[src/hw/ooo_pkg.sv]
`default_nettype none

package ooo_pkg;

  typedef logic [31:0] word_t;
  typedef logic [4:0]  reg_idx_t;

  localparam int ROB_DEPTH = 8;
  localparam int ROB_IDX_W = 3;

  typedef logic [ROB_IDX_W-1:0] rob_tag_t;

  // value is only meaningful once ready is set
  typedef struct packed {
    logic     ready;
    word_t    value;
    rob_tag_t tag;
  } operand_t;

  typedef enum logic [3:0] {
    ALU_ADD,
    ALU_SUB,
    ALU_SLL,
    ALU_SLT,
    ALU_SLTU,
    ALU_XOR,
    ALU_SRL,
    ALU_SRA,
    ALU_OR,
    ALU_AND
  } alu_op_e;

  typedef struct packed {
    rob_tag_t tag;
    alu_op_e  op;
    operand_t a;
    operand_t b;
    logic     b_imm;
  } dispatch_t;

  typedef struct packed {
    logic     valid;
    rob_tag_t tag;
    word_t    value;
  } cdb_lane_t;

  // lane 0 alu, lane 1 multiplier
  localparam int CDB_LANES = 2;

  typedef struct packed {
    reg_idx_t rd;
    word_t    value;
  } commit_t;

  // pick up a broadcast result for a waiting operand
  function automatic operand_t cdb_snoop(operand_t op, cdb_lane_t [CDB_LANES-1:0] lanes);
    operand_t res;
    res = op;
    for (int l = 0; l < CDB_LANES; l++) begin
      if (!op.ready && lanes[l].valid && lanes[l].tag == op.tag) begin
        res.ready = 1'b1;
        res.value = lanes[l].value;
      end
    end
    return res;
  endfunction

endpackage

`default_nettype wire

[src/hw/rob.sv]
`timescale 1ns/100ps
`default_nettype none

module rob
  import ooo_pkg::*;
(
  input  logic                      clk,
  input  logic                      rst,
  input  logic                      push,
  input  reg_idx_t                  rd,
  input  rob_tag_t                  lookup_a,
  input  rob_tag_t                  lookup_b,
  output operand_t                  rob_op_a,
  output operand_t                  rob_op_b,
  output rob_tag_t                  alloc_tag,
  output logic                      full,
  input  cdb_lane_t [CDB_LANES-1:0] cdb,
  output logic                      commit_valid,
  output commit_t                   commit,
  output rob_tag_t                  commit_tag
);

  localparam logic [ROB_IDX_W:0] COUNT_MAX = (ROB_IDX_W + 1)'(ROB_DEPTH);
  localparam logic [ROB_IDX_W:0] COUNT_ONE = (ROB_IDX_W + 1)'(1);

  reg_idx_t             rd_q    [ROB_DEPTH];
  word_t                value_q [ROB_DEPTH];
  logic [ROB_DEPTH-1:0] done;
  rob_tag_t             head;
  rob_tag_t             tail;
  logic [ROB_IDX_W:0]   count;
  logic [ROB_IDX_W:0]   count_next;
  logic                 pop;

  assign alloc_tag = tail;

  // head retires once its result has landed
  assign pop          = count != '0 && done[head];
  assign commit_valid = pop;
  assign commit       = '{rd: rd_q[head], value: value_q[head]};
  assign commit_tag   = head;

  assign rob_op_a = '{ready: done[lookup_a], value: value_q[lookup_a], tag: lookup_a};
  assign rob_op_b = '{ready: done[lookup_b], value: value_q[lookup_b], tag: lookup_b};

  always_comb begin
    case ({push, pop})
      2'b10:   count_next = count + COUNT_ONE;
      2'b01:   count_next = count - COUNT_ONE;
      default: count_next = count;
    endcase
  end

  always_ff @(posedge clk) begin
    for (int l = 0; l < CDB_LANES; l++) begin
      if (cdb[l].valid) begin
        value_q[cdb[l].tag] <= cdb[l].value;
      end
    end
    if (push) begin
      rd_q[tail] <= rd;
    end
    if (rst) begin
      done  <= '0;
      head  <= '0;
      tail  <= '0;
      count <= '0;
      // reads full while in reset so issue stays stalled
      full  <= 1'b1;
    end else begin
      for (int l = 0; l < CDB_LANES; l++) begin
        if (cdb[l].valid) begin
          done[cdb[l].tag] <= 1'b1;
        end
      end
      if (push) begin
        done[tail] <= 1'b0;
        tail       <= tail + rob_tag_t'(1);
      end
      if (pop) begin
        head <= head + rob_tag_t'(1);
      end
      count <= count_next;
      full  <= count_next == COUNT_MAX;
    end
  end

endmodule

`default_nettype wire

[config.mk]
export PLATFORM = sky130hd
export DESIGN_NAME = rob
export DESIGN_NICKNAME = d
export VERILOG_FILES = /design/src/hw/ooo_pkg.sv /design/src/hw/rob.sv
export SDC_FILE = /design/constraint.sdc
export NUM_CORES = 1
export LEC_CHECK = 0
export BUFFER_PORTS_ARGS = -buffer_cell sky130_fd_sc_hd__buf_2
export CELL_PAD_IN_SITES_DETAIL_PLACEMENT = 1
export CELL_PAD_IN_SITES_GLOBAL_PLACEMENT = 1
export CORE_ASPECT_RATIO = 0.8
export CORE_MARGIN = 1.5
export CORE_UTILIZATION = 35
export CTS_BUF_LIST = sky130_fd_sc_hd__clkbuf_4
export CTS_CLUSTER_SIZE = 16
export DETAILED_ROUTE_END_ITERATION = 8
export HOLD_SLACK_MARGIN = 0.15
export PLACE_DENSITY_LB_ADDON = 0.05
export SYNTH_ARGS = -nofsm -noshare
export SYNTH_HDL_FRONTEND = slang
export SYNTH_SLANG_ARGS = --single-unit
[constraint.sdc]
create_clock -name clk -period 4.5 [get_ports clk]
set_input_delay 0.675 -clock clk [delete_from_list [all_inputs] [get_ports clk]]
set_output_delay 0.675 -clock clk [all_outputs]
set_load 0.005 [all_outputs]
Yosys cells after proc, flatten, opt, wreduce, memory -nomap -nowiden

Memory sizes are Yosys's and may differ from the RTL's. A register that Yosys moved wholly into a read port is not among the register bits.
Cells that the tools add are included.
W data, S select, Z words.

Register bits: 19
Word-level logic and storage cells: 60
Memory bits (writable): 296
Output and inout port bits: 117
Input port bits: 86
Bits in latches: 0
Memories: 2
ROM bits: 0

Eq/ne operators: 3
Shift operators: 0
Muxes and demuxes: 28
Reductions and logical operators: 5
Add/sub/neg operators: 4
Div/mod/pow operators: 0
$lt $le $gt $ge: 9
Multiply operators: 0
Bitwise operators: 4

Memory list:

| name    | depth | bits a word | rd ports | clocked after Yosys merged registers in | write ports | RTL line  | text |
|---|---|---|---|---|---|---|---|
| value_q | 8     | 32          | 3        | 1                                       | 2           | rob.sv:27 | `word_t value_q [ROB_DEPTH];` |
| rd_q    | 8     | 5           | 1        | 1                                       | 1           | rob.sv:26 | `reg_idx_t rd_q [ROB_DEPTH];` |

Operators with widths:

| kind                  | count |
|---|---|
| $mux W8               | 5 |
| $lt A3 B4 Y1 const B  | 6 |
| $or A8 B8 Y8          | 2 |
| $mux W1               | 12 |
| $mux W3               | 4 |
| $bmux W1 S3           | 3 |
| $demux W1 S3          | 3 |
| $ge A3 B1 Y1 const B  | 3 |
| $and A8 B8 Y8         | 1 |
| $not A8 Y8            | 1 |
| $pmux W4 S2           | 1 |
| $add A3 B1 Y3 const B | 2 |
| $add A4 B1 Y4 const B | 1 |
| $eq A4 B4 Y1 const B  | 1 |
| $logic_and A1 B1 Y1   | 4 |
| $reduce_bool A4 Y1    | 1 |
| $sub A4 B1 Y4 const B | 1 |
| $eq A2 B1 Y1 const B  | 1 |
| $eq A2 B2 Y1 const B  | 1 |

Depth between registers and ports, before layout

Depth in word-level cells: 12
Depth in mapped cells: 12
Depth with buffers taken out: 11

Worst setup path before layout

No wires, ideal clock.

Path type: input port to flip-flop
From: input port cdb[32] in the netlist's numbering
To: memory value_q[6][0] in the netlist's numbering (enable)
Path slack: 0.826 ns
Buffers on the path: 0
Required time: 4.032 ns
Library setup time: 0.468 ns
Arrival time: 3.206 ns
Cell stages on the path: 2
Path through: nand2b_1 > o21ai_0

RTL lines:

| what               | RTL line  | text |
|---|---|---|
| start: declaration | rob.sv:17 | `input cdb_lane_t [CDB_LANES-1:0] cdb,` |
| end: declaration   | rob.sv:27 |  |

==> key figures <==
STA
  • Clock skew: 0.0214 ns
  • Unrepaired setup endpoints after global routing: false
  • Tcrit/Tclk final: 82.5%
  • Hold Worst Slack: 0.246 ns
  • Fin Setup TNS: 0 ns
  • Final setup viols: 0
  • Fmax: 269 MHz
  • Slew margin rel.: 32.7%
  • Slew @ Worst Pin: 1.01 ns
  • Max Slew Vio Count: 0
  • Endpoints failing hold: 0
  • Minimum clock period: 3.71 ns

Floorplan
  • Die Area: 57600 µm²
  • Starting Density: 35.5%
  • Die W: 268 µm
  • Std cell rows: 77
  • I/O pin count: 203
  • Core Area: 55400 µm²
  • Die height: 215 µm

Synth
  • Register area share after synthesis: 47.5%
  • Synth Area per Inst: 18.1 µm²
  • Syn_nets: 1174
  • Yosys reg bits: 318
  • Synth Instances: 1083
  • YS warnings: 0
  • Syn Std Cell Area: 19600 µm²
  • Synth cell types: 40

Global routing
  • Largest net degree at the start of global routing: 46
  • Initial antenna violation count: 10
  • First-pass GRT wire length: 92600 µm
  • Overall routing resource usage: 22.6%
  • Vias in the first global route: 13208
  • Global route overflow: 0

Critical path
  • Critical path data required time: 3.83 ns
  • CP max FO: 27
  • CP Data Arrival Time: 3.04 ns
  • Critical Path Start Type: flip-flop
  • Critical path class: reg2out
  • Endpoint type of the worst setup path: output pin
  • R2r setup slk: 1.61 ns

Drt
  • Routed Wire Length: 64200 µm
  • DRC viols: 0
  • Via density: 5.60
  • First-pass iteration count of the detailed router: 5
  • Iter 0 DRT Violations: 746
  • Drt wl/cell: 29.7 µm
  • Total number of vias: 12124
  • Routed Antenna Nets: 0

Clock network
  • Clock Sinks: 318
  • Cts bufs inserted: 90
  • CTS H-tree depth: 3
  • CTS max path bufs: 3
  • Clock transition at the registers of the reported paths: 0.07 ns
  • Post-CTS setup buffer count: 0
  • Post-CTS sizing: 0
  • Hold buffers post-CTS: 16
  • CTS tree: built
  • Root buf cell: clkbuf_4
  • Clk_lat worst skew: 0.83 ns

Power and ir drop
  • Peak VDD IR: 194 µV
  • Pleak: 7.89 nW
  • Power density cells: 329 nW/µm²
  • Total power: 7.51 mW

Worst hold path
  • Hold Path Class: in2reg

Finish
  • Layout Cells excl Fill: 2164
  • Synthesis-to-layout area growth: 16.1%
  • Core Util, Final: 41.2%
  • Footprint of the multi-input gates: 9760 µm²
  • Register area: 9340 µm²
  • Number of fill cells: 5509
  • Final #Nets: 1429
  • Share of layout cells above drive strength 1: 64.7%

Placement
  • Dpl cells: 1980
  • Port Buffer Count: 202
  • RD Place Congestion: 0.750
  • DP HPWL: 38200 µm

Outcome
  • Status: complete, no violations

Flow run
  • Max Cap Viol: 0
## layout by cell type (no fill, tap or decap), types with 3 or more instances in the layout
master	netlist	routed
nor2b_1	5	4
mux4_4	33	33
mux4_1	61	61
nor2_1	25	25
mux4_2	114	114
nand2b_1	8	8
clkbuf_4	0	139
ha_1	5	5
a21oi_1	4	4
nor3_1	13	13
mux2_2	356	356
clkinv_2	0	3
clkinvlp_4	0	3
dlygate4sd3_1	0	16
buf_12	0	8
buf_2	33	198
dfxtp_1	22	19
mux2i_1	3	3
clkinv_1	0	12
o21ai_4	0	4
buf_4	20	36
edfxtp_1	296	296
nand2_1	7	7
diode_2	0	8
xor2_1	6	6
mux2_1	3	3
## per-layer routing
| metal | vias to the layer above | part of all wire, % | track usage, % | routed length (µm) |
|---|---|---|---|---|
| met3 | 106 | 5.3 | 4.93 | 3400 |
| met4 | 8 | 2.2 | 6.42 | 1400 |
| met5 | - | 0.081 | 0 | 52 |
| li1 | 5210 | - | - | - |
| met2 | 393 | 49 | 37.3 | 31500 |
| met1 | 6407 | 43 | 29.8 | 27800 |
## sequential cells by signal, summed over array words and instances, names as in the netlist, named ones only
register,count
full,1
done,8
value_q,256
alloc_tag,3
rd_q,40
commit_tag,3
count,4
## through the flow
step / setup WS (ns) / instance area (µm²)
after floorplan: 0.826 / 19600
after global placement: 1.12 / 21500
after detailed placement: 1.11 / 21500
after CTS: 0.630 / 22800
after global routing: 0.509 / 22800
final: 0.788 / 22800
## layout make-up
| cell class | count | share of cell area (%) |
|---|---|---|
| Clock buffer | 139 | 4.57 |
| Multi-Input combinational cell | 669 | 42.8 |
| Sequential cell | 318 | 40.9 |
| Tap cell | 750 | 4.11 |
| Antenna cell | 8 | 0.0878 |
| Inverter | 1 | 0.0165 |
| Clock inverter | 21 | 0.548 |
| Timing Repair Buffer | 258 | 6.93 |
## Yosys cell counts
cell type / n / share of area, %
mux2_2: 356 / 20
edfxtp_1: 296 / 45
mux4_2: 114 / 13
mux4_1: 61 / 8.2
buf_2: 33 / 0.84
mux4_4: 33 / 4.2
nor2_1: 25 / 0.48
dfxtp_1: 22 / 2.2
buf_4: 20 / 0.76
buf_6: 15 / 0.86
nor3_1: 13 / 0.33
clkbuf_1: 10 / 0.19
nand2b_1: 8 / 0.25
buf_1: 7 / 0.13
nand2_1: 7 / 0.13
dlygate4sd1_1: 6 / 0.27
o21ai_0: 6 / 0.15
xor2_1: 6 / 0.27
ha_1: 5 / 0.32
nor2b_1: 5 / 0.16
a21oi_1: 4 / 0.10
dlymetal6s2s_1: 4 / 0.25
mux2_1: 3 / 0.17
mux2i_1: 3 / 0.15
nand4b_1: 2 / 0.089
nor3_2: 2 / 0.10
o21bai_1: 2 / 0.076
or2_2: 2 / 0.064
xnor2_1: 2 / 0.089
a22o_1: 1 / 0.045
a22oi_1: 1 / 0.038
a311oi_1: 1 / 0.045
a31o_2: 1 / 0.045
and3b_1: 1 / 0.045
inv_1: 1 / 0.019
nand3_1: 1 / 0.025
nand3b_1: 1 / 0.038
nand4_1: 1 / 0.032
nor3b_2: 1 / 0.064
nor4_1: 1 / 0.032
## worst max-delay path: stages, from the launching register on
cell	delay (ns)
dfxtp_4	0.78
buf_4	0.36
mux4_2	0.53
mux2_2	0.34
buf_2	0.15
## logic make-up after synthesis
kind of cell | count (synthesis) | share of synthesized area, %
muxes | 570 | 46.2
DFF | 318 | 47.5
buffers and inverters | 96 | 3.33
and+or+nand+nor | 70 | 1.85
AOI/OAI and AO/OA | 16 | 0.503
xor gates and xnor gates | 8 | 0.357
adders and majority gates | 5 | 0.318
## power breakdown
group          internal, mW  switching (mW)
Clock                  1.46            1.34
Combinational         0.629           0.538
Sequential             3.42           0.119
Total                  5.51            2.00
## worst paths after layout
check / cells past startpoint / start / endpoint
worst min-delay path: 2 / cdb[26] / value_q[2][26]
worst max-delay path: 4 / flip-flop / commit[4]
worst min register to register: 2 / alloc_tag[0] / alloc_tag[0]
worst max register to register: 11 / commit_tag[0] / full
Power figures use the tool's default switching activity.
