==> config.mk <==
export PLATFORM = sky130hd
export DESIGN_NAME = mul_rs
export DESIGN_NICKNAME = d
export VERILOG_FILES = /design/src/hw/ooo_pkg.sv /design/src/hw/mul_rs.sv
export SDC_FILE = /design/constraint.sdc
export NUM_CORES = 2
export LEC_CHECK = 0
export ABC_CLOCK_PERIOD_IN_PS = 11900
export BUFFER_PORTS_ARGS = -buffer_cell sky130_fd_sc_hd__clkbuf_2
export CELL_PAD_IN_SITES_DETAIL_PLACEMENT = 1
export CELL_PAD_IN_SITES_GLOBAL_PLACEMENT = 2
export CORE_MARGIN = 2
export CORE_UTILIZATION = 40
export CTS_BUF_LIST = sky130_fd_sc_hd__clkbuf_8
export CTS_CLUSTER_DIAMETER = 120
export DETAILED_ROUTE_END_ITERATION = 10
export GPL_ROUTABILITY_DRIVEN = 0
export PLACE_DENSITY_LB_ADDON = 0.1
export SLEW_MARGIN = 20
export SYNTH_ARGS = -nofsm -noshare
export SYNTH_HDL_FRONTEND = slang
export SYNTH_SLANG_ARGS = --single-unit
==> constraint.sdc <==
create_clock -name clk -period 11.9 [get_ports clk]
set_clock_uncertainty 0.2 [all_clocks]
set_input_delay 3.57 -clock clk [delete_from_list [all_inputs] [get_ports clk]]
set_output_delay 3.57 -clock clk [all_outputs]
set_load 0.03 [all_outputs]
==> src/hw/ooo_pkg.sv <==
`default_nettype none

package ooo_pkg;

  typedef logic [31:0] word_t;
  typedef logic [4:0]  reg_idx_t;

  localparam int ROB_DEPTH = 8;
  localparam int ROB_IDX_W = 3;

  typedef logic [ROB_IDX_W-1:0] rob_tag_t;

  // value is only meaningful once ready is set
  typedef struct packed {
    logic     ready;
    word_t    value;
    rob_tag_t tag;
  } operand_t;

  typedef enum logic [3:0] {
    ALU_ADD,
    ALU_SUB,
    ALU_SLL,
    ALU_SLT,
    ALU_SLTU,
    ALU_XOR,
    ALU_SRL,
    ALU_SRA,
    ALU_OR,
    ALU_AND
  } alu_op_e;

  typedef struct packed {
    rob_tag_t tag;
    alu_op_e  op;
    operand_t a;
    operand_t b;
    logic     b_imm;
  } dispatch_t;

  typedef struct packed {
    logic     valid;
    rob_tag_t tag;
    word_t    value;
  } cdb_lane_t;

  // lane 0 alu, lane 1 multiplier
  localparam int CDB_LANES = 2;

  typedef struct packed {
    reg_idx_t rd;
    word_t    value;
  } commit_t;

  // pick up a broadcast result for a waiting operand
  function automatic operand_t cdb_snoop(operand_t op, cdb_lane_t [CDB_LANES-1:0] lanes);
    operand_t res;
    res = op;
    for (int l = 0; l < CDB_LANES; l++) begin
      if (!op.ready && lanes[l].valid && lanes[l].tag == op.tag) begin
        res.ready = 1'b1;
        res.value = lanes[l].value;
      end
    end
    return res;
  endfunction

endpackage

`default_nettype wire

==> src/hw/mul_rs.sv <==
`timescale 1ns/100ps
`default_nettype none

module mul_rs
  import ooo_pkg::*;
#(
  parameter int MUL_RS_DEPTH = 2,
  parameter int MUL_STAGES   = 3
) (
  input  logic                      clk,
  input  logic                      rst,
  input  logic                      push,
  input  dispatch_t                 dispatch,
  input  cdb_lane_t [CDB_LANES-1:0] cdb,
  output logic                      full,
  output cdb_lane_t                 lane
);

  localparam int IDX_W = (MUL_RS_DEPTH > 1) ? $clog2(MUL_RS_DEPTH) : 1;

  dispatch_t               slots      [MUL_RS_DEPTH];
  dispatch_t               woken      [MUL_RS_DEPTH];
  dispatch_t               slots_next [MUL_RS_DEPTH];
  logic [MUL_RS_DEPTH-1:0] valid;
  logic [MUL_RS_DEPTH-1:0] valid_next;
  logic                    sel_valid;
  logic [IDX_W-1:0]        sel_idx;
  logic [IDX_W-1:0]        free_idx;
  dispatch_t               sel;
  word_t                   product;
  cdb_lane_t               pipe [MUL_STAGES];

  assign full = &valid;

  always_comb begin
    for (int i = 0; i < MUL_RS_DEPTH; i++) begin
      woken[i]   = slots[i];
      woken[i].a = cdb_snoop(slots[i].a, cdb);
      woken[i].b = cdb_snoop(slots[i].b, cdb);
    end
  end

  // oldest ready wins
  always_comb begin
    sel_valid = 1'b0;
    sel_idx   = '0;
    for (int i = MUL_RS_DEPTH - 1; i >= 0; i--) begin
      if (valid[i] && slots[i].a.ready && slots[i].b.ready) begin
        sel_valid = 1'b1;
        sel_idx   = IDX_W'(i);
      end
    end
  end

  assign sel = slots[sel_idx];

  always_comb begin
    valid_next = valid;
    slots_next = woken;
    if (sel_valid) begin
      for (int i = 0; i < MUL_RS_DEPTH - 1; i++) begin
        if (IDX_W'(i) >= sel_idx) begin
          valid_next[i] = valid[i+1];
          slots_next[i] = woken[i+1];
        end
      end
      valid_next[MUL_RS_DEPTH-1] = 1'b0;
    end
    free_idx = '0;
    for (int i = MUL_RS_DEPTH - 1; i >= 0; i--) begin
      if (!valid_next[i]) begin
        free_idx = IDX_W'(i);
      end
    end
    if (push) begin
      slots_next[free_idx] = dispatch;
      valid_next[free_idx] = 1'b1;
    end
  end

  // low half only
  assign product = sel.a.value * sel.b.value;

  always_ff @(posedge clk) begin
    slots         <= slots_next;
    pipe[0].tag   <= sel.tag;
    pipe[0].value <= product;
    for (int s = 1; s < MUL_STAGES; s++) begin
      pipe[s].tag   <= pipe[s-1].tag;
      pipe[s].value <= pipe[s-1].value;
    end
    if (rst) begin
      valid <= '0;
      for (int s = 0; s < MUL_STAGES; s++) begin
        pipe[s].valid <= 1'b0;
      end
    end else begin
      valid         <= valid_next;
      pipe[0].valid <= sel_valid;
      for (int s = 1; s < MUL_STAGES; s++) begin
        pipe[s].valid <= pipe[s-1].valid;
      end
    end
  end

  assign lane = pipe[MUL_STAGES-1];

endmodule

`default_nettype wire

## Word-level counts from Yosys, hierarchy flattened

Memories as Yosys holds them, arrays and structs flattened.
Index checks and enable logic that the tools add are counted.

| word-level totals | value |
|---|---|
| bits in registers | 162 |
| bits in writable memories | 108 |
| output and inout bits | 37 |
| logic and storage cells | 101 |
| memories kept | 1 |

| cells by class | value |
|---|---|
| multipliers | 1 |
| $lt $le $gt $ge | 6 |
| equality and inequality tests | 8 |
| muxes and demuxes | 33 |
| bitwise gates (word level) | 6 |
| reduce and logical (&&, ||, !) cells | 27 |

Memories:

| memory | words | width | read ports | clocked after memory_dff | wr ports | line | RTL |
|---|---|---|---|---|---|---|---|
| pipe | 3 | 36 | 3 | 0 | 3 | mul_rs.sv:31 | `cdb_lane_t pipe [MUL_STAGES];` |

Operator list:

| operator | number |
|---|---|
| two-way mux 80 bit | 6 |
| two-way mux 33 bit | 8 |
| bitwise mux 160 bit | 1 |
| two-way mux 160 bit | 1 |
| demux 80 bit (select 1 bit) | 1 |
| multiplier 32 x 32 -> 32 bit | 1 |
| == test 3 bit | 8 |
| logical AND 1 bit | 22 |
| two-way mux 1 bit | 13 |
| >= comparator 2 bit, second input constant | 2 |
| zero test 1 bit | 4 |
| two-way mux 2 bit | 2 |
| NOT 1 -> 2 bit | 2 |
| bitwise OR 1 bit | 3 |
| less-than comparator 1 x 2 -> 1 bit, second input constant | 1 |
| less-than comparator 2 x 1 -> 1 bit, second input constant | 1 |
| bitwise OR 2 bit | 1 |
| AND reduction 2 bit | 1 |
| demux 1 bit (select 1 bit) | 1 |
| >= comparator 1 bit, first input constant | 1 |
| >= comparator 1 bit, second input constant | 1 |

## Depth between registers and ports, before layout

| depth | value |
|---|---|
| depth after elaboration | 16 |
| depth in mapped cells | 33 |
| gate-level depth less buffers | 27 |

## Worst setup path after synthesis

Ideal clock, no wire load.

| path | value |
|---|---|
| path type | register -> register |
| start | reg slots[116] in the netlist's numbering |
| end | mem pipe[0][31] in the netlist's numbering |
| arrival | 8.587 ns |
| data required time | 11.570 ns |
| setup slack | 2.984 ns |
| cell stages (with the launch flop) | 32 |
| clock period less this slack | 8.916 ns |
| cell sequence | dfxtp_1 -> and3_1 -> buf_2 -> nor2_4 -> buf_6 -> buf_8 -> buf_6 -> buf_2 -> buf_2 -> mux2i_1 -> clkbuf_1 -> nor2_1 -> fa_1 -> inv_1 -> fa_1 -> fa_1 -> fa_1 -> inv_1 -> fa_1 -> inv_1 -> fa_1 -> inv_1 -> fa_1 -> fa_1 -> ha_1 -> or4_1 -> a21oi_1 -> o31ai_1 -> a311o_1 -> o21a_1 -> a2111oi_2 -> xnor3_1 |

RTL lines:

| element | line | RTL |
|---|---|---|
| from (decl) | mul_rs.sv:21 | `dispatch_t slots [MUL_RS_DEPTH];` |
| from (signal assigned) | mul_rs.sv:85 | `slots <= slots_next;` |
| to (decl) | mul_rs.sv:31 |  |

==> metrics.md <==
| Metric | Value |
|---|---|
| Die ar. | `0.0693 mm²` |
| Vias in the first global route | `23,862` |
| Share of cells above drive strength 1 | `0.159` |
| Post-CTS setup buffers | `0` |
| Post-cts resize count | `0` |
| Port buffer count | `186` |
| Drt drc | `0` |
| Max Cap Viol | `0` |
| R2r setup slk | `1950 ps` |
| Final Cell Area | `0.0297 mm²` |
| Yosys Warn Count | `0` |
| Max frequency | `101 MHz` |
| DR WL/cell | `22.9 µm` |
| Mean Syn Cell Area | `9.09 µm²` |
| DR vias/cell | `5.31` |
| Detailed placement HPWL | `70,700 µm` |
| Worst Path Required | `12,250 ps` |
| Number of synthesized flops with an enable pin | `9` |
| Chip width | `263 µm` |
| Worst slew pin tran | `1120 ps` |
| FF+latch count, synth | `260` |
| R2R Path End | `pipe[0][31]` |
| Clock Sinks | `260` |
| Depth of the CTS H-tree | `2` |
| Reg-to-Reg Start | `slots[152]` |
| Hold path endpoint | `pipe[0][89]` |
| Hold Path Class | `reg2reg` |
| Antenna Nets Post-Route | `0` |
| Initial cell density of the core | `0.402` |
| Setup TNS | `0 ps` |
| CTS buffer count | `50` |
| Top-area cell type share of the netlist area | `0.304` |
| Filler cells | `7,758` |
| Placed Instance Area | `0.0287 mm²` |
| Die Height | `263 µm` |
| Final period utilization | `0.836` |
| I/O Pins | `192` |
| Biggest area consumer among synthesized cells | `fa_1` |
| Clk root buf | `clkbuf_8` |
| Main synth FF type | `dfxtp_1` |
| Startpoint Class | `register` |
| Worst skew pair latency | `680 ps` |
| Fin nets | `3,756` |
| 1st-pass router iterations | `5` |
| Largest net degree at the start of global routing | `93` |
| Hold-fix buffers at CTS | `0` |
| Yosys cell types | `49` |
| Post-synth ARST share | `0` |
| Tmin final | `9950 ps` |
| Final hold violation count | `0` |
| Final number of setup-violating endpoints | `0` |
| Synth area leaders | `fa_1 30%, dfxtp_1 19%, nor2_1 7.4%` |
| Deepest clock path buffer count | `3` |
| Syn_nets | `3,641` |
| Iter 0 DRT Violations | `881` |
| Worst r2r path cells | `25` |
| Post-Synthesis Cells | `2,955` |
| Crit path max fanout | `70` |
| Dpl cells | `3,891` |
| Clk pin slew, worst setup/hold paths | `60 ps` |
| Gr ovfl total | `0` |
| FP Rows | `95` |
| Final Non-Filler Cells | `3,989` |
| Crit Path Category | `reg2reg` |
| CP Data Arrival Time | `10,300 ps` |
| Unrepaired setup endpoints after global routing | `false` |
| CTS tree | `yes` |
| Vias | `21,172` |
| Multi-input gate area | `0.0195 mm²` |
| Post-Route WL | `91,300 µm` |
| Setup crit end kind | `register` |
| Max-slew violation count | `0` |
| Hold Crit Start | `pipe[0][53]` |
| FF+latch area | `0.00530 mm²` |
| First-pass GRT wire length | `141,000 µm` |
| Sequential share of the synthesized area | `0.197` |
| Area Overhead vs Synth | `10.7%` |
| Cell Area, Synth | `0.0269 mm²` |
| PnR worst setup slack | `1950 ps` |
| Overall routing resource usage | `0.267` |
| Slew margin rel. | `0.253` |
| Hold path cells | `0` |
| Initial antenna violation count | `6` |
| Core Area | `0.0668 mm²` |
| Outcome | `finished, final reports clean` |
| Dpl ws | `1970 ps` |
[kinds of logic (layout without fill, tap and decap cells)]
kind of cell / after synthesis / after routing / share of synthesized area
mux: 286 / 286 / 0.111
fa+ha+maj: 531 / 531 / 0.361
other cells: 0 / 6 / 0
flops: 260 / 260 / 0.197
buf+inv: 563 / 718 / 0.0856
compound gates: 339 / 339 / 0.0733
simple gates: 849 / 849 / 0.128
xor+xnor: 127 / 127 / 0.0434
[sequential cells by signal, summed over array words and instances, names as in the netlist, named ones only]
| name | count |
|---|---|
| slots | 141 |
| valid | 2 |
| pipe | 108 |
[placed cells by master, fill, tap and decap left out, types with 8 or more instances in the layout]
cell	n
inv_1	387
clkbuf_2	186
a21oi_1	155
dfxtp_1	251
nand2b_1	25
nand3_1	8
mux2i_2	22
a211oi_1	66
buf_4	66
clkbuf_8	62
xnor2_1	88
a31oi_1	11
o21ai_0	78
mux2i_1	168
ha_1	123
or2_2	35
xor2_1	35
edfxtp_1	9
mux2_2	92
nor2_1	529
fa_1	408
nand2_1	215
[cells in the mapped netlist (all sizes together), types with 7 or more instances]
library cell and number:
mux2i 194, a31oi 11, xor2 35, nand3 10, buf 63, mux2 92, nand2 215, nand2b 25
clkbuf 127, nor2 530, inv 373, o21ai 79, a21oi 155, edfxtp 9, nor3 10, xnor2 88
a211oi 66, or2 35, dfxtp 251, ha 123, nand3b 7, fa 408
[per-layer routing]
layer	GRT usage	wire [µm]	share of wire
met2	0.464	45000	0.49
met4	0.0843	2850	0.031
met3	0.0351	4060	0.045
met1	0.344	39400	0.43
met5	0	19	0.00021
[worst max-delay path: stages, from the launching register on]
cell and delay, ps:
dfxtp_1 430, and3_4 650, nor2_4 120, buf_12 250
mux2i_1 730, nor2_1 150, fa_1 500, fa_1 440
fa_1 550, inv_1 50, fa_1 500, inv_1 60
fa_1 500, inv_1 50, fa_1 540, inv_1 50
fa_1 490, fa_1 420, ha_1 240, or4_1 520
a21oi_1 240, o31ai_1 110, a311o_1 390, o21a_1 240
a2111oi_2 740, xnor3_1 540
[cell type report]
type,count,area share
flip-flops and latches,260,0.178
clock buffers,62,0.0287
diodes,6,0.000505
clock inverters,30,0.00614
multi-input cells,2132,0.654
inverters,373,0.0471
well taps,873,0.0367
repair buffers,253,0.0486
[per-stage QoR]
step / hold slack (ps) / utilization
after global placement: 110 / 0.429
after detailed placement: 113 / 0.430
after global routing: 73.3 / 0.445
final: 84.4 / 0.445
after floorplan: 110 / -
after CTS: 79.6 / 0.445
[worst max-delay path by stage]
stage | from | to | slack (ps) | cells after the start
3_3_place_gp | slots[116] | pipe[0][31] | 2060 | 25
6_report | slots[152] | pipe[0][31] | 1950 | 25
2_1_floorplan | slots[116] | pipe[0][31] | 2980 | 31
3_5_place_dp | slots[116] | pipe[0][31] | 1970 | 25
4_1_cts | slots[116] | pipe[0][31] | 1970 | 25
5_1_grt | slots[116] | pipe[0][31] | 1620 | 25
Power is left out: the tool's default activity adds up to more than one toggle a clock period on the data nets, which glitch-free logic cannot reach.
