$ cat src/hw/ooo_pkg.sv
`default_nettype none

package ooo_pkg;

  typedef logic [31:0] word_t;
  typedef logic [4:0]  reg_idx_t;

  localparam int ROB_DEPTH = 8;
  localparam int ROB_IDX_W = 3;

  typedef logic [ROB_IDX_W-1:0] rob_tag_t;

  // value is only meaningful once ready is set
  typedef struct packed {
    logic     ready;
    word_t    value;
    rob_tag_t tag;
  } operand_t;

  typedef enum logic [3:0] {
    ALU_ADD,
    ALU_SUB,
    ALU_SLL,
    ALU_SLT,
    ALU_SLTU,
    ALU_XOR,
    ALU_SRL,
    ALU_SRA,
    ALU_OR,
    ALU_AND
  } alu_op_e;

  typedef struct packed {
    rob_tag_t tag;
    alu_op_e  op;
    operand_t a;
    operand_t b;
    logic     b_imm;
  } dispatch_t;

  typedef struct packed {
    logic     valid;
    rob_tag_t tag;
    word_t    value;
  } cdb_lane_t;

  // lane 0 alu, lane 1 multiplier
  localparam int CDB_LANES = 2;

  typedef struct packed {
    reg_idx_t rd;
    word_t    value;
  } commit_t;

  // pick up a broadcast result for a waiting operand
  function automatic operand_t cdb_snoop(operand_t op, cdb_lane_t [CDB_LANES-1:0] lanes);
    operand_t res;
    res = op;
    for (int l = 0; l < CDB_LANES; l++) begin
      if (!op.ready && lanes[l].valid && lanes[l].tag == op.tag) begin
        res.ready = 1'b1;
        res.value = lanes[l].value;
      end
    end
    return res;
  endfunction

endpackage

`default_nettype wire

$ cat src/hw/alu_rs.sv
`timescale 1ns/100ps
`default_nettype none

module alu_rs
  import ooo_pkg::*;
#(
  parameter int ALU_RS_DEPTH = 4
) (
  input  logic                      clk,
  input  logic                      rst,
  input  logic                      push,
  input  dispatch_t                 dispatch,
  input  cdb_lane_t [CDB_LANES-1:0] cdb,
  output logic                      full,
  output cdb_lane_t                 lane
);

  localparam int IDX_W = (ALU_RS_DEPTH > 1) ? $clog2(ALU_RS_DEPTH) : 1;

  dispatch_t               slots      [ALU_RS_DEPTH];
  dispatch_t               woken      [ALU_RS_DEPTH];
  dispatch_t               slots_next [ALU_RS_DEPTH];
  logic [ALU_RS_DEPTH-1:0] valid;
  logic [ALU_RS_DEPTH-1:0] valid_next;
  logic                    sel_valid;
  logic [IDX_W-1:0]        sel_idx;
  logic [IDX_W-1:0]        free_idx;
  dispatch_t               sel;
  word_t                   result;

  assign full = &valid;

  // wake-up, immediates never wait
  always_comb begin
    for (int i = 0; i < ALU_RS_DEPTH; i++) begin
      woken[i]   = slots[i];
      woken[i].a = cdb_snoop(slots[i].a, cdb);
      if (!slots[i].b_imm) begin
        woken[i].b = cdb_snoop(slots[i].b, cdb);
      end
    end
  end

  // entries stay packed by age, index 0 is the oldest
  always_comb begin
    sel_valid = 1'b0;
    sel_idx   = '0;
    for (int i = ALU_RS_DEPTH - 1; i >= 0; i--) begin
      if (valid[i] && slots[i].a.ready && slots[i].b.ready) begin
        sel_valid = 1'b1;
        sel_idx   = IDX_W'(i);
      end
    end
  end

  assign sel = slots[sel_idx];

  always_comb begin
    valid_next = valid;
    slots_next = woken;
    if (sel_valid) begin
      for (int i = 0; i < ALU_RS_DEPTH - 1; i++) begin
        if (IDX_W'(i) >= sel_idx) begin
          valid_next[i] = valid[i+1];
          slots_next[i] = woken[i+1];
        end
      end
      valid_next[ALU_RS_DEPTH-1] = 1'b0;
    end
    free_idx = '0;
    for (int i = ALU_RS_DEPTH - 1; i >= 0; i--) begin
      if (!valid_next[i]) begin
        free_idx = IDX_W'(i);
      end
    end
    if (push) begin
      slots_next[free_idx] = dispatch;
      valid_next[free_idx] = 1'b1;
    end
  end

  always_comb begin
    case (sel.op)
      ALU_ADD:  result = sel.a.value + sel.b.value;
      ALU_SUB:  result = sel.a.value - sel.b.value;
      ALU_SLL:  result = sel.a.value << sel.b.value[4:0];
      ALU_SLT:  result = {31'b0, $signed(sel.a.value) < $signed(sel.b.value)};
      ALU_SLTU: result = {31'b0, sel.a.value < sel.b.value};
      ALU_XOR:  result = sel.a.value ^ sel.b.value;
      ALU_SRL:  result = sel.a.value >> sel.b.value[4:0];
      ALU_SRA:  result = word_t'($signed(sel.a.value) >>> sel.b.value[4:0]);
      ALU_OR:   result = sel.a.value | sel.b.value;
      default:  result = sel.a.value & sel.b.value;
    endcase
  end

  always_ff @(posedge clk) begin
    slots      <= slots_next;
    lane.tag   <= sel.tag;
    lane.value <= result;
    if (rst) begin
      valid      <= '0;
      lane.valid <= 1'b0;
    end else begin
      valid      <= valid_next;
      lane.valid <= sel_valid;
    end
  end

endmodule

`default_nettype wire

$ cat config.mk
export PLATFORM = sky130hd
export DESIGN_NAME = alu_rs
export DESIGN_NICKNAME = d
export VERILOG_FILES = /design/src/hw/ooo_pkg.sv /design/src/hw/alu_rs.sv
export SDC_FILE = /design/constraint.sdc
export NUM_CORES = 2
export LEC_CHECK = 0
export BUFFER_PORTS_ARGS = -buffer_cell sky130_fd_sc_hd__buf_4
export CAP_MARGIN = 25
export CELL_PAD_IN_SITES_DETAIL_PLACEMENT = 1
export CELL_PAD_IN_SITES_GLOBAL_PLACEMENT = 2
export CORE_MARGIN = 5
export CORE_UTILIZATION = 34
export CTS_BUF_LIST = sky130_fd_sc_hd__clkbuf_4 sky130_fd_sc_hd__clkbuf_8
export DETAILED_ROUTE_END_ITERATION = 10
export GPL_TIMING_DRIVEN = 0
export PLACE_DENSITY_LB_ADDON = 0.25
export SYNTH_ARGS = -nofsm -noshare
export SYNTH_HDL_FRONTEND = slang
export SYNTH_SLANG_ARGS = --single-unit
$ cat constraint.sdc
create_clock -name clk -period 5.3 [get_ports clk]
set_clock_uncertainty 0.05 [all_clocks]
set_input_delay 0.53 -clock clk [delete_from_list [all_inputs] [get_ports clk]]
set_output_delay 0.53 -clock clk [all_outputs]
set_load 0.02 [all_outputs]
[Word-level counts from Yosys, hierarchy flattened]
Cells that the tools add are included.
Word-level totals
  bits in writable memories: 0
  bits in read-only memories: 0
  memories: 0
  bits of input ports: 155
  latch bits: 0
  register bits after elaboration: 360
  logic and storage cells: 188
  output and inout port bits: 37
Operators by class
  multiply operators: 0
  bitwise logic cells: 6
  muxes and demuxes: 51
  div/mod/pow operators: 0
  equality and inequality tests: 24
  reductions and logical operators: 52
  $lt $le $gt $ge: 10
  add/subtract/negate cells: 2
  shift operators: 3
Operators by type and width (count)
  $mux W33: 16
  $mux W80: 6
  $bwmux W320: 1
  $mux W320: 1
  $pmux W32 S9: 1
  $mux W240: 1
  $bmux W80 S2: 1
  $demux W80 S2: 1
  $mux W36: 4
  $lt A32 B32 Y1: 2
  $eq A3 B3 Y1: 16
  $logic_and A1 B1 Y1: 42
  $add A32 B32 Y32: 1
  $and A32 B32 Y32: 1
  $or A32 B32 Y32: 1
  $shl A32 B5 Y32: 1
  $shr A32 B5 Y32: 1
  $sshr A32 B5 Y32: 1
  $sub A32 B32 Y32: 1
  $xor A32 B32 Y32: 1
  $eq A4 B3 Y1 const B: 4
  $mux W2: 8
  $eq A4 B2 Y1 const B: 2
  $logic_not A1 Y1: 8
  other kinds (15): 26

[Logic depth before layout (Yosys ltp)]
  depth after elaboration: 20
  mapped depth: 24
  gate-level depth less buffers: 19

[Worst setup path after synthesis]
Ideal clock, no wire load.
  kind: register -> register
  start: register valid[2]
  end: register lane[29] in the netlist's numbering
  period minus slack after synthesis: 5.390 ns
  path buffers: 5
  required time: 5.133 ns
  stages on the path, launching flop included: 22
  arrival time: 5.224 ns
  library setup time: 0.117 ns
  setup slack: -0.090 ns
  cells stage by stage: dfxtp_1 nand3_4 a211oi_4 buf_6 mux2i_1 mux2_2 buf_4 buf_2 clkbuf_1 clkbuf_1 ha_1 nor2b_1 nor3_1 o41a_1 a311o_1 a41o_1 a211oi_1 o31ai_1 a31oi_1 or3_1 a32o_1 o22a_1
Between the ends
  word-level cells in the longest chain between the ends: 11
  elaborated cells between the ends (all ways): 27
  classes of those cells: 2 x add/sub; 8 x eq/ne; 3 x shift; 7 x mux; 4 x bitwise; 3 x reduce/logical
Ends and longest elaborated chain
  from (decl): line alu_rs.sv:23  | logic [ALU_RS_DEPTH-1:0] valid;
  from (signal assigned): line alu_rs.sv:105  | valid <= valid_next;
  $logic_and A1 B1 Y1 (*) (2 in a row): line alu_rs.sv:49  | if (valid[i] && slots[i].a.ready && slots[i].b.ready) begin
  $mux W2 (*) (3 in a row): line alu_rs.sv:49
  $not A2 Y3 (not written as such) (*): line alu_rs.sv:56  | assign sel = slots[sel_idx];
  $bmux W80 S2 (*): line alu_rs.sv:56
  $mux W80 (not written as such) (*) (2 in a row): line alu_rs.sv:56
  $sub A32 B32 Y32, or another cell as far along: line alu_rs.sv:85  | ALU_SUB: result = sel.a.value - sel.b.value;
  $pmux W32 S9 (*): line alu_rs.sv:83  | case (sel.op)
  via result[29]: line alu_rs.sv:29  | word_t result;
  to (decl): line alu_rs.sv:15  | output cdb_lane_t lane
Mark *: on every way through the listed nets, which the timed path passes. The rest lies on a longest branch. The select of a mux whose other input is x is not followed.
A chain may end at the register's enable or synchronous reset.

[Worst setup path after layout]
  start: register slots[196] in the netlist's numbering
  end: register lane[30] in the netlist's numbering
Between the ends
  word-level cells in the longest chain between the ends: 9
  elaborated cells between the ends (all ways): 25
  classes of those cells: 2 x add/sub; 8 x eq/ne; 3 x shift; 6 x mux; 4 x bitwise; 2 x reduce/logical
Ends and longest elaborated chain
  from (decl): line alu_rs.sv:20  | dispatch_t slots [ALU_RS_DEPTH];
  from (signal assigned): line alu_rs.sv:98  | slots <= slots_next;
  $logic_and A1 B1 Y1 (*): line alu_rs.sv:49
  $mux W2 (*) (2 in a row): line alu_rs.sv:49
  $not A2 Y3 (not written as such) (*): line alu_rs.sv:56
  $bmux W80 S2 (*): line alu_rs.sv:56
  $mux W80 (not written as such) (*) (2 in a row): line alu_rs.sv:56
  $sub A32 B32 Y32, or another cell as far along: line alu_rs.sv:85
  $pmux W32 S9 (*): line alu_rs.sv:83
  via result[30]: line alu_rs.sv:29
Marks and branches as above.

==> summary.txt <==
Status
  • Status: finished clean

Setup path
  • Worst path bufs/invs: 5
  • Critical-path maximum fanout: 8
  • Critical Path Max Stage Delay: 0.55 ns
  • Critical Path RT: 5.91 ns
  • Critical path type: flop to flop
  • Crit path DAT: about 5.9 ns
  • CP cell instances: and3_4, buf_4, a21oi_4, nor2_4, buf_12, buf_16, buf_4, mux2i_4, ha_4, or3_4, nand2b_4, nor3_4, o31a_1, o311ai_4, buf_12, o211ai_1, nor2_2, nor4_2, mux2i_1, a221oi_2, a31oi_2
  • CP delay by family, top: simple AND/OR/NAND/NOR gates
  • Critical Path Slowest Stage Cell: mux2i_4
  • Crit. End Element: flop
  • Worst setup SP type: flop

GRT
  • Number of global-route vias before repair: around 35000
  • Initial antenna violation count: 5
  • GRT overflow: 0
  • All-layer global routing usage: 0.353
  • First-pass GRT wire length: 250 mm
  • Largest net degree at the start of global routing: 24

CTS
  • Reg clk slew, reported paths: 0.05 ns
  • CTS tree: built
  • H-tree Lvls: 3
  • Clk buf depth: 3
  • Clk root buf: clkbuf_8
  • Clk sink count: 360
  • Clock latency on the worst-skew pair: 0.75 ns
  • TritonCTS Buffers: 75

Routing
  • Residual DRC: 0
  • Post-Route WL: 176 mm
  • Antenna viol nets, final: 0
  • Drt pass-1 iters: 6
  • Drt initial violations: approximately 3400
  • Via count: 34500
  • Vias/cell: 6.06
  • DR WL/cell: 30.9 microns

Synth
  • Synthesized instance count: 4127
  • Mapped cell area: around 30000 sq um
  • Seq/Total Area, Yosys: 0.241
  • Yosys top cell by area: dfxtp_1
  • Synth top area share: 0.227
  • Synthesized flop and latch total: 360
  • Top post-synthesis cells by area: dfxtp_1 23%, mux2i_1 19%, a21oi_1 9.7%
  • Post-synth EDFFs: 14
  • FFs w/ async S/R, synth: 0
  • Ys Warns: 0
  • Net Count, Synth: roughly 4400
  • Avg Cell Area, Syn: 7.39 sq um
  • Post-synthesis cell type count: 94
  • Most used flip-flop cell after synthesis: dfxtp_1

Power
  • VDD IR max: roughly 230 uV
  • Pleak: ~0.014 uW
  • Tot Pwr: 27000 uW
  • Power Density: ~720 nW/um^2

Final layout
  • Layout area overhead: 22.4%
  • Nets@finish: 4740
  • Share of layout cells above drive strength 1: 0.147
  • Most common cell after layout, fill and taps aside: nor2_1
  • FILL cells: 10900
  • Leading cell types in the layout, fill and taps excluded: 619 x nor2_1, 590 x a21oi_1, 540 x mux2i_1
  • Layout Utilization: 0.421
  • Non-Filler Instances: 5700

Run
  • Max cap viols: 0

Timing
  • Final period util: 0.992
  • Final setup vio count: 0
  • Setup tns final: 0 ns
  • Hold violation count in the final report: 0
  • Final min period: 5.26 ns
  • Measured slew at the worst slew-check pin: roughly 1.2 ns
  • Max-slew violations: 0
  • Slew HR: 0.190
  • Worst Slack Setup Final: 0.0422 ns
  • RSZ-0062 raised after global routing: yes
  • Max Fclk: 0.190 GHz

Die
  • Core area: around 90000 sq um
  • Initial Util: 0.344
  • Die span in x: just over 300 microns
  • Row cnt: ~110
  • Height of the die: between 300 and 400 microns
  • Die footprint: 95800 sq um
  • IO Pins: 192

Hold path
  • Worst hold-check path type: primary input to flop

Placement
  • Worst slack at placement: -2.75 ns
  • IO Port Bufs: 120
  • RePlAce Congestion: 1.04
  • Post-DP HPWL: 136 mm
  • Placed cell count: 5441
layout make-up:
class | instances | area [sq um] | share of cell area
Antenna cell | 6 | 15.0 | 0.000403
Buffer | 363 | 1850 | 0.0497
Clock buffer | 108 | 1320 | 0.0355
Clock inverter | 12 | 133 | 0.00356
Inverter | 94 | 375 | 0.0101
Multi-Input combinational cell | 3289 | 22200 | 0.594
Sequential cell | 360 | 7380 | 0.198
Tap cell | 1165 | 1460 | 0.0391
Timing Repair Buffer | 303 | 2600 | 0.0697
worst min-delay path, delay by kind of cell:
family,cells,cell delay (ns)
buffers and inverters,1,0.14
AOI/OAI and AO/OA,1,0.06
and+or+nand+nor,1,0.06
sequential cells by signal, summed over array words and instances (netlist names):
signal,flops
lane,36
valid,4
slots,320
cell families after synthesis:
family,after synthesis,synth area share
compound gates,1245,0.240
simple gates,1201,0.165
mux,687,0.232
buf+inv,478,0.0648
flops,360,0.241
fa+ha+maj,99,0.0411
xor+xnor,57,0.0164
power by group:
group / total [uW] / switching (uW) / internal, uW
clock network: 3130 / 1480 / 1660
registers: 4960 / 947 / 4010
logic: 18900 / 12300 / 6680
total: 27000 / 14700 / 12300
cells in the mapped netlist (19+ instances only):
cell        n
nor2_1    623
a21oi_1   593
mux2i_1   591
nand2_1   374
dfxtp_1   346
clkbuf_1  294
o21ai_0   258
ha_1       97
inv_1      90
mux2_2     85
a211oi_1   75
a31oi_1    67
nor3_1     60
buf_1      43
o22ai_1    34
xnor2_1    30
xor2_1     27
buf_2      26
a221oi_1   24
o211ai_1   24
nand3_1    23
a21o_1     20
o21bai_1   19
timing repair:
action,4_1_cts,5_1_grt
pin swaps,24,28
hold endpoints to repair,179,0
hold buffers,77,0
setup endpoints to repair,32,12
cloned,0,1
resized for setup,235,83
buffers inserted,39,33
stage by stage:
step	hold WS, ns	instance area [sq um]
global placement	0.417	32800
CTS	0.00670	36600
finish	0.0341	37300
floorplan	0.397	30500
detailed placement	0.418	33100
global route	0.0516	37300
routing by layer:
layer | global-route usage | part of all wire
met5 | 0 | 0
met4 | 0.174 | 0.055
met3 | 0.0608 | 0.070
met2 | 0.577 | 0.45
met1 | 0.451 | 0.42
worst paths after layout:
path / slack (ns) / start / depth (start not counted) / endpoint
worst max-delay path: 0.04 / slots[196] / 21 / lane[30]
worst min register to register: 0.43 / slots[318] / 2 / slots[318]
worst min-delay path: 0.03 / dispatch[28] / 3 / slots[188]
worst max register to register: 0.04 / slots[196] / 21 / lane[30]
No activity file was read; power rests on OpenSTA's default activity.
